### config.mk
export PLATFORM = sky130hd
export DESIGN_NAME = decoder
export DESIGN_NICKNAME = d
export VERILOG_FILES = /design/src/xgmii_pkg.sv /design/src/pcs66_pkg.sv /design/src/decoder.sv /design/src/decoder_comparator.sv /design/src/decoder_fsm.sv /design/src/octet_decoder.sv
export SDC_FILE = /design/constraint.sdc
export NUM_CORES = 1
export LEC_CHECK = 0
export BUFFER_PORTS_ARGS = -buffer_cell sky130_fd_sc_hd__buf_2
export CAP_MARGIN = 20
export CORE_MARGIN = 2
export CORE_UTILIZATION = 55
export CTS_BUF_LIST = sky130_fd_sc_hd__clkbuf_16
export DETAILED_ROUTE_END_ITERATION = 16
export PLACE_DENSITY = 0.77
export SKIP_LAST_GASP = 1
export SLEW_MARGIN = 15
export SYNTH_ARGS = -nofsm -noshare
export SYNTH_HDL_FRONTEND = slang
export SYNTH_SLANG_ARGS = --single-unit
### constraint.sdc
create_clock -name i_clock -period 2.2 [get_ports i_clock]
set_input_delay 0.11 -clock i_clock [delete_from_list [all_inputs] [get_ports i_clock]]
set_output_delay 0.11 -clock i_clock [all_outputs]
set_load 0.005 [all_outputs]
### src/xgmii_pkg.sv
package xgmii_pkg;

    // decoded side of the PCS receive path.
    localparam int NB_DATA_RAW   = 64;
    localparam int NB_CTRL_BLOCK = 8;

    typedef logic [NB_DATA_RAW-1:0]   xgmii_data_t;
    typedef logic [NB_CTRL_BLOCK-1:0] xgmii_ctrl_t;

    // one lane character.
    typedef logic [7:0] xgmii_char_t;

    // control characters, as seen on the XGMII.
    localparam xgmii_char_t XGMII_IDLE  = 8'h07;
    localparam xgmii_char_t XGMII_START = 8'hFB;
    localparam xgmii_char_t XGMII_TERM  = 8'hFD;
    localparam xgmii_char_t XGMII_ERROR = 8'hFE;
    localparam xgmii_char_t XGMII_SEQ   = 8'h9C;

    // lane 0 sits in data[7:0] and ctrl[0].
    typedef struct packed {
        xgmii_data_t data;
        xgmii_ctrl_t ctrl;
    } xgmii_word_t;

endpackage

### src/pcs66_pkg.sv
package pcs66_pkg;

    // coded side of the PCS receive path.
    localparam int NB_DATA_CODED = 66;
    localparam int NB_SYNC       = 2;
    localparam int NB_BLOCK_TYPE = 4;

    typedef logic [NB_DATA_CODED-1:0] coded_block_t;
    typedef logic [NB_SYNC-1:0]       sync_t;

    // sync header, bits 1:0 of the block.
    localparam sync_t SYNC_DATA = 2'b01;
    localparam sync_t SYNC_CTRL = 2'b10;

    // 7-bit control code packed in control blocks.
    typedef logic [6:0] ctrl_code_t;

    localparam ctrl_code_t CODE_IDLE  = 7'h00;
    localparam ctrl_code_t CODE_ERROR = 7'h1E;

    // block type field values.
    localparam logic [7:0] BT_CTRL   = 8'h1E;
    localparam logic [7:0] BT_START0 = 8'h78;
    localparam logic [7:0] BT_START4 = 8'h33;
    localparam logic [7:0] BT_ORDSET = 8'h4B;
    localparam logic [7:0] BT_TERM0  = 8'h87;
    localparam logic [7:0] BT_TERM1  = 8'h99;
    localparam logic [7:0] BT_TERM2  = 8'hAA;
    localparam logic [7:0] BT_TERM3  = 8'hB4;
    localparam logic [7:0] BT_TERM4  = 8'hCC;
    localparam logic [7:0] BT_TERM5  = 8'hD2;
    localparam logic [7:0] BT_TERM6  = 8'hE1;
    localparam logic [7:0] BT_TERM7  = 8'hFF;

    typedef enum logic [NB_BLOCK_TYPE-1:0] {
        CLS_C, CLS_S, CLS_D, CLS_T, CLS_E
    } blk_class_e;

    // fixed lanes carry a character implied by the block type.
    typedef enum logic [1:0] {
        LANE_DATA, LANE_CODE, LANE_FIXED
    } lane_kind_e;

    typedef struct packed {
        lane_kind_e             kind;
        logic [7:0]             octet;
        xgmii_pkg::xgmii_char_t fixed;
    } lane_field_t;

    typedef struct packed {
        blk_class_e                                 cls;
        lane_field_t [xgmii_pkg::NB_CTRL_BLOCK-1:0] lanes;
    } classified_t;

    typedef enum logic [NB_BLOCK_TYPE-1:0] {
        RX_INIT, RX_C, RX_D, RX_T, RX_E
    } rx_state_e;

endpackage

### src/decoder.sv
`timescale 1ns/1ps

module decoder (
    input  logic                    i_clock,
    input  logic                    i_rst_n,
    input  logic                    i_enable,
    input  pcs66_pkg::coded_block_t i_data,
    output xgmii_pkg::xgmii_data_t  o_data,
    output xgmii_pkg::xgmii_ctrl_t  o_ctrl,
    output pcs66_pkg::rx_state_e    o_fsm_control
);
    import pcs66_pkg::*;
    import xgmii_pkg::*;

    // comparator to octet decoders and fsm.
    classified_t                     fields;

    // octet decoders to fsm.
    xgmii_char_t [NB_CTRL_BLOCK-1:0] lane_chars;
    xgmii_ctrl_t                     lane_flags;
    xgmii_word_t                     lane_word;

    decoder_comparator u_decoder_comparator (
        .i_clock     (i_clock),
        .i_rst_n     (i_rst_n),
        .i_enable    (i_enable),
        .i_rx_coded  (i_data),
        .o_rx_fields (fields)
    );

    // one decoder per XGMII lane.
    for (genvar i = 0; i < NB_CTRL_BLOCK; i++) begin : g_lane
        octet_decoder u_octet_decoder (
            .i_field   (fields.lanes[i]),
            .o_char    (lane_chars[i]),
            .o_is_ctrl (lane_flags[i])
        );
    end

    assign lane_word.data = lane_chars;
    assign lane_word.ctrl = lane_flags;

    decoder_fsm u_decoder_fsm (
        .i_clock          (i_clock),
        .i_rst_n          (i_rst_n),
        .i_enable         (i_enable),
        .i_word           (lane_word),
        .i_r_type         (fields.cls),
        .o_rx_raw_data    (o_data),
        .o_rx_raw_control (o_ctrl),
        .o_fsm_state      (o_fsm_control)
    );

endmodule

### src/decoder_comparator.sv
`timescale 1ns/1ps

module decoder_comparator (
    input  logic                    i_clock,
    input  logic                    i_rst_n,
    input  logic                    i_enable,
    input  pcs66_pkg::coded_block_t i_rx_coded,
    output pcs66_pkg::classified_t  o_rx_fields
);
    import pcs66_pkg::*;
    import xgmii_pkg::*;

    sync_t                           sync;
    logic [7:0]                      block_type;
    logic [2:0]                      term_lane;
    blk_class_e                      cls_d;
    blk_class_e                      cls_q;
    lane_field_t [NB_CTRL_BLOCK-1:0] lanes_d;
    lane_field_t [NB_CTRL_BLOCK-1:0] lanes_q;

    assign sync       = i_rx_coded[NB_SYNC-1:0];
    assign block_type = i_rx_coded[NB_SYNC +: 8];

    // base is the bit where lane 0 would start.
    function automatic lane_field_t data_lane(coded_block_t blk, int base, int lane);
        lane_field_t f;
        f.kind  = LANE_DATA;
        f.octet = blk[base + 8*lane +: 8];
        f.fixed = XGMII_IDLE;
        return f;
    endfunction

    // codes are packed 7 bits apart right after the type field.
    function automatic lane_field_t code_lane(coded_block_t blk, int lane);
        lane_field_t f;
        f.kind  = LANE_CODE;
        f.octet = {1'b0, blk[10 + 7*lane +: 7]};
        f.fixed = XGMII_IDLE;
        return f;
    endfunction

    function automatic lane_field_t fixed_lane(xgmii_char_t ch);
        lane_field_t f;
        f.kind  = LANE_FIXED;
        f.octet = ch;
        f.fixed = ch;
        return f;
    endfunction

    // terminate position from the type code.
    always_comb begin
        case (block_type)
            BT_TERM1: term_lane = 3'd1;
            BT_TERM2: term_lane = 3'd2;
            BT_TERM3: term_lane = 3'd3;
            BT_TERM4: term_lane = 3'd4;
            BT_TERM5: term_lane = 3'd5;
            BT_TERM6: term_lane = 3'd6;
            BT_TERM7: term_lane = 3'd7;
            default:  term_lane = 3'd0;
        endcase
    end

    always_comb begin
        cls_d = CLS_E;
        for (int j = 0; j < NB_CTRL_BLOCK; j++) begin
            lanes_d[j] = data_lane(i_rx_coded, 2, j);
        end
        if (sync == SYNC_DATA) begin
            cls_d = CLS_D;
        end else if (sync == SYNC_CTRL) begin
            case (block_type)
                BT_CTRL: begin
                    cls_d = CLS_C;
                    for (int j = 0; j < NB_CTRL_BLOCK; j++) begin
                        lanes_d[j] = code_lane(i_rx_coded, j);
                    end
                end
                BT_START0: begin
                    cls_d      = CLS_S;
                    lanes_d[0] = fixed_lane(XGMII_START);
                end
                BT_START4: begin
                    cls_d = CLS_S;
                    for (int j = 0; j < 4; j++) begin
                        lanes_d[j] = code_lane(i_rx_coded, j);
                    end
                    lanes_d[4] = fixed_lane(XGMII_START);
                end
                // second half of the ordered set is not decoded.
                BT_ORDSET: begin
                    cls_d      = CLS_C;
                    lanes_d[0] = fixed_lane(XGMII_SEQ);
                    for (int j = 4; j < NB_CTRL_BLOCK; j++) begin
                        lanes_d[j] = fixed_lane(XGMII_IDLE);
                    end
                end
                BT_TERM0, BT_TERM1, BT_TERM2, BT_TERM3,
                BT_TERM4, BT_TERM5, BT_TERM6, BT_TERM7: begin
                    cls_d = CLS_T;
                    for (int j = 0; j < NB_CTRL_BLOCK; j++) begin
                        if (j < term_lane) begin
                            lanes_d[j] = data_lane(i_rx_coded, 10, j);
                        end else if (j == term_lane) begin
                            lanes_d[j] = fixed_lane(XGMII_TERM);
                        end else begin
                            lanes_d[j] = code_lane(i_rx_coded, j);
                        end
                    end
                end
                default: cls_d = CLS_E;
            endcase
        end
    end

    always_ff @(posedge i_clock or negedge i_rst_n) begin
        if (!i_rst_n) begin
            cls_q <= CLS_E;
        end else if (i_enable) begin
            cls_q <= cls_d;
        end
    end

    always_ff @(posedge i_clock) begin
        if (i_enable) begin
            lanes_q <= lanes_d;
        end
    end

    assign o_rx_fields.cls   = cls_q;
    assign o_rx_fields.lanes = lanes_q;

endmodule

### src/decoder_fsm.sv
`timescale 1ns/1ps

module decoder_fsm (
    input  logic                    i_clock,
    input  logic                    i_rst_n,
    input  logic                    i_enable,
    input  xgmii_pkg::xgmii_word_t  i_word,
    input  pcs66_pkg::blk_class_e   i_r_type,
    output xgmii_pkg::xgmii_data_t  o_rx_raw_data,
    output xgmii_pkg::xgmii_ctrl_t  o_rx_raw_control,
    output pcs66_pkg::rx_state_e    o_fsm_state
);
    import pcs66_pkg::*;
    import xgmii_pkg::*;

    xgmii_word_t word_q;
    blk_class_e  cls_q;
    rx_state_e   state_q;
    rx_state_e   state_d;
    xgmii_data_t data_q;
    xgmii_ctrl_t ctrl_q;
    logic        from_idle;
    logic        from_data;
    logic        next_ok;

    // lookahead, so the incoming class is the next type.
    always_ff @(posedge i_clock or negedge i_rst_n) begin
        if (!i_rst_n) begin
            cls_q <= CLS_E;
        end else if (i_enable) begin
            cls_q <= i_r_type;
        end
    end

    always_ff @(posedge i_clock) begin
        if (i_enable) begin
            word_q <= i_word;
        end
    end

    assign from_idle = (state_q == RX_INIT) || (state_q == RX_C) ||
                       (state_q == RX_T) || (state_q == RX_E);
    assign from_data = (state_q == RX_D) || (state_q == RX_E);

    // a terminate must be followed by idle or a new start.
    assign next_ok = (i_r_type == CLS_C) || (i_r_type == CLS_S);

    always_comb begin
        if (from_idle && (cls_q == CLS_C)) begin
            state_d = RX_C;
        end else if (from_idle && (cls_q == CLS_S)) begin
            state_d = RX_D;
        end else if (from_data && (cls_q == CLS_D)) begin
            state_d = RX_D;
        end else if (from_data && (cls_q == CLS_T) && next_ok) begin
            state_d = RX_T;
        end else begin
            state_d = RX_E;
        end
    end

    // error state replaces the whole block.
    always_ff @(posedge i_clock or negedge i_rst_n) begin
        if (!i_rst_n) begin
            state_q <= RX_INIT;
            data_q  <= '0;
            ctrl_q  <= '0;
        end else if (i_enable) begin
            state_q <= state_d;
            if (state_d == RX_E) begin
                data_q <= {NB_CTRL_BLOCK{XGMII_ERROR}};
                ctrl_q <= '1;
            end else begin
                data_q <= word_q.data;
                ctrl_q <= word_q.ctrl;
            end
        end
    end

    assign o_rx_raw_data    = data_q;
    assign o_rx_raw_control = ctrl_q;
    assign o_fsm_state      = state_q;

endmodule

### src/octet_decoder.sv
`timescale 1ns/1ps

module octet_decoder (
    input  pcs66_pkg::lane_field_t  i_field,
    output xgmii_pkg::xgmii_char_t  o_char,
    output logic                    o_is_ctrl
);
    import pcs66_pkg::*;
    import xgmii_pkg::*;

    ctrl_code_t code;

    // bit 7 of a code lane is padding.
    assign code = i_field.octet[6:0];

    always_comb begin
        o_char    = i_field.octet;
        o_is_ctrl = 1'b0;
        case (i_field.kind)
            LANE_CODE: begin
                o_is_ctrl = 1'b1;
                case (code)
                    CODE_IDLE:  o_char = XGMII_IDLE;
                    CODE_ERROR: o_char = XGMII_ERROR;
                    // unsupported codes are reported as error.
                    default:    o_char = XGMII_ERROR;
                endcase
            end
            LANE_FIXED: begin
                o_is_ctrl = 1'b1;
                o_char    = i_field.fixed;
            end
            default: begin
                o_is_ctrl = 1'b0;
                o_char    = i_field.octet;
            end
        endcase
    end

endmodule

==> run_results.csv <==
group,metric,value,unit
run_status,status,"complete, no violations",
timing,tightestPinTransition,591,ps
synthesis,synth_most_common_cell,"edfxtp_1",
clocking,post-cts-setup-buffer-count,0,
worst_setup_path,max_stage_delay,590,ps
drt,drc,0,
final_layout,area_growth,23.9,%
clocking,cts_max_path_buffers,3,
timing,setup_viol,0,
timing,grt_setup_unrepaired,"false",
synthesis,yosys.area.top_type,"edfxtp_1",
synthesis,syn_area,11600,um2
clocking,clock_sinks,249,
worst_setup_path,cp-end-kind,"register",
timing,fmax,0.459,GHz
drt,vias,9007,
worst_setup_path,critPathRequiredTime,2460,ps
floorplanning,initial_core_util,0.555,
timing,relSlewSlack,0.602,
synthesis,avgSynthCellArea,12.0,um2
drt,drtIter0Drc,1077,
synthesis,yosysWarnings,0,
timing,period_minus_slack,2180,ps
timing,fin_setup_tns,0,ps
global_routing,grt_pass1_wl,46600,um
worst_setup_path,timing.critical_path.max_delay_family,"simple AND/OR/NAND/NOR gates",
timing,fin_crit_sh,0.991,
global_routing,grt_max_degree,85,
clocking,htreeDepth,1,
clocking,insertion_delay,520,ps
global_routing,grt_pass1_vias,8670,
timing,hold_viol,0,
run,drv_cap,0,
min_path,hold_class,"in -> reg",
synthesis,synth_nets,1045,
synthesis,ys_seq_area_frac,0.612,
place,gp_congestion,0.926,
final_layout,layout.nets,1291,
floorplanning,dieWidth,149,um
floorplanning,dieArea,22200,um2
place,dp_hpwl,20600,um
synthesis,yosys-top-cells-area,"edfxtp_1, dfrtp_1, o22a_1, nand2_1, o21ai_0",
synthesis,ys.flop_type,"edfxtp_1",
worst_setup_path,crit_path_start_kind,"primary input",
worst_setup_path,worstPathArrival,2430,ps
worst_setup_path,worst-path-buf-inv,3,
place,post-place-cells,1407,
clocking,cts-root-buf,"clkbuf_16",
pwr,powerDensity,779,nW/um2
place,io_buffer_count,143,
timing,skew,11.6,ps
worst_setup_path,path_cells,"buf_2 > or4_4 > or2_4 > nand3_2 > o31ai_2 > buf_12 > a22oi_1 > dlygate4sd3_1 > o21ai_0",
drt,ant_nets,0,
drt,drt_wl_total,29600,um
timing,setup_slack,20.7,ps
worst_setup_path,critPathKind,"in -> reg",
floorplanning,ios,145,
synthesis,synthDistinctLibCells,79,
synthesis,synthTopCellsByCount,"edfxtp_1, nand2_1, dfrtp_1",
synthesis,ys_ff_latch,249,
drt,viasPerCell,6.00,
final_layout,layout-drive-gt1-share,0.252,
floorplanning,die_y,149,um
synthesis,syn_inst,959,
pwr,p_leak,5.78,nW
worst_setup_path,critical_path.max_fanout,20,
final_layout,final_cell_count_no_fill,1501,
clocking,numCtsBuffers,25,
drt,dr.pass1.iters,6,
floorplanning,coreArea,20800,um2
synthesis,synthArstFlopShare,0.325,
global_routing,grt-ovfl-total,0,
worst_setup_path,cp_slowest_cell,"dlygate4sd3_1",
pwr,max-vdd-ir-drop,0.690,mV
clocking,cts_tree,"built",
final_layout,utilization,0.687,
synthesis,yosysTopAreaCellShare,0.437,
pwr,total_power,11.2,mW
synthesis,synth_edf_count,168,
drt,post_drt_wl_per_cell,19.7,um
timing,drv_slew,0,
floorplanning,fp-row-count,53,
global_routing,antenna_found_initial,3,
global_routing,grt_usage,0.265,
clocking,cts.clk_slew.worst_paths,60,ps
place,post-place-ws,-20.6,ps
## per-stage QoR
step / hold slack [ps] / cell area [um2]
after floorplan: -186 / 11600
after detailed placement: 78.5 / 13100
after CTS: 3.94 / 14300
after global placement: 69.1 / 13100
final: 29.8 / 14300
after global routing: 0.801 / 14300
## worst register-to-register path, delay by kind of cell, from the launching register on
kind / cells / cell delay [ps]
compound gates: 3 / 620
flops: 1 / 390
simple gates: 1 / 600
## timing repair
action                                  CTS  global route
gates resized for setup                   0             7
endpoints found under the hold margin   124             0
hold buffers                             46             0
endpoints found under the setup margin    0             5
## cell usage in the layout, fill, tap and decap left out, drive strengths merged, types with 11 or more instances in the layout
cell	Yosys	final
clkbuf	29	26
nand2	95	95
o21ai	71	71
clkinv	1	11
a21oi	58	58
dfrtp	79	79
a31oi	17	17
inv	52	60
o22a	64	64
edfxtp	168	168
nor2	61	61
dlygate4sd3	0	46
buf	28	229
nor3	14	14
ha	17	17
a21o	38	38
o22ai	16	16
## registers in the layout, indices dropped and copies added (netlist names)
signal and cells:
u_decoder_comparator.o_rx_fields 96, u_decoder_fsm.word_q 72, u_decoder_fsm.o_rx_raw_data 64, u_decoder_fsm.o_rx_raw_control 8, u_decoder_comparator.cls_q 3, u_decoder_fsm.cls_q 3, u_decoder_fsm.o_fsm_state 3
## report_power, final
| group | internal, mW | switching [mW] | total [mW] |
|---|---|---|---|
| clock | 2.17 | 1.69 | 3.86 |
| sequential | 5.57 | 0.252 | 5.82 |
| combinational | 0.689 | 0.781 | 1.47 |
| total | 8.43 | 2.73 | 11.2 |
## layer usage
metal / vias to the layer above / wire length, um / GRT usage
met5: - / 0 / 0
met4: 0 / 874 / 0.0862
met3: 88 / 2290 / 0.0309
met2: 462 / 13900 / 0.424
met1: 4331 / 12600 / 0.382
li1: 4126 / - / -
## cell type report
class,count,area [um2]
sequential,249,7070
fill,1524,6510
multi-input combinational,600,4010
timing repair buffer,276,1940
clock buffer,25,626
tap,275,344
inverter,53,203
clock inverter,20,110
antenna,3,7.51
## path summary, 6_finish.rpt
kind	from	endpoint	slack [ps]	depth (start not counted)
worst max-delay path	i_data[3]	u_decoder_comparator.o_rx_fields[44]	20	9
worst min-delay path	i_data[21]	u_decoder_comparator.o_rx_fields[47]	30	3
worst max register to register	u_decoder_comparator.o_rx_fields[118]	u_decoder_fsm.word_q[61]	350	4
worst min register to register	u_decoder_fsm.word_q[37]	u_decoder_fsm.o_rx_raw_data[29]	460	1
max in group asynchronous	i_rst_n	u_decoder_fsm.cls_q[2]	1450	3
min in group asynchronous	i_rst_n	u_decoder_fsm.o_rx_raw_data[14]	90	2
## kinds of logic after synthesis
logic type | synth area share
AOI/OAI and AO/OA | 0.207
DFF | 0.612
and+or+nand+nor | 0.114
buffers and inverters | 0.0422
adders and majority gates | 0.0184
muxes | 0.00466
other | 0.000325
xor gates and xnor gates | 0.000758
(Power assumes the default switching activity.)
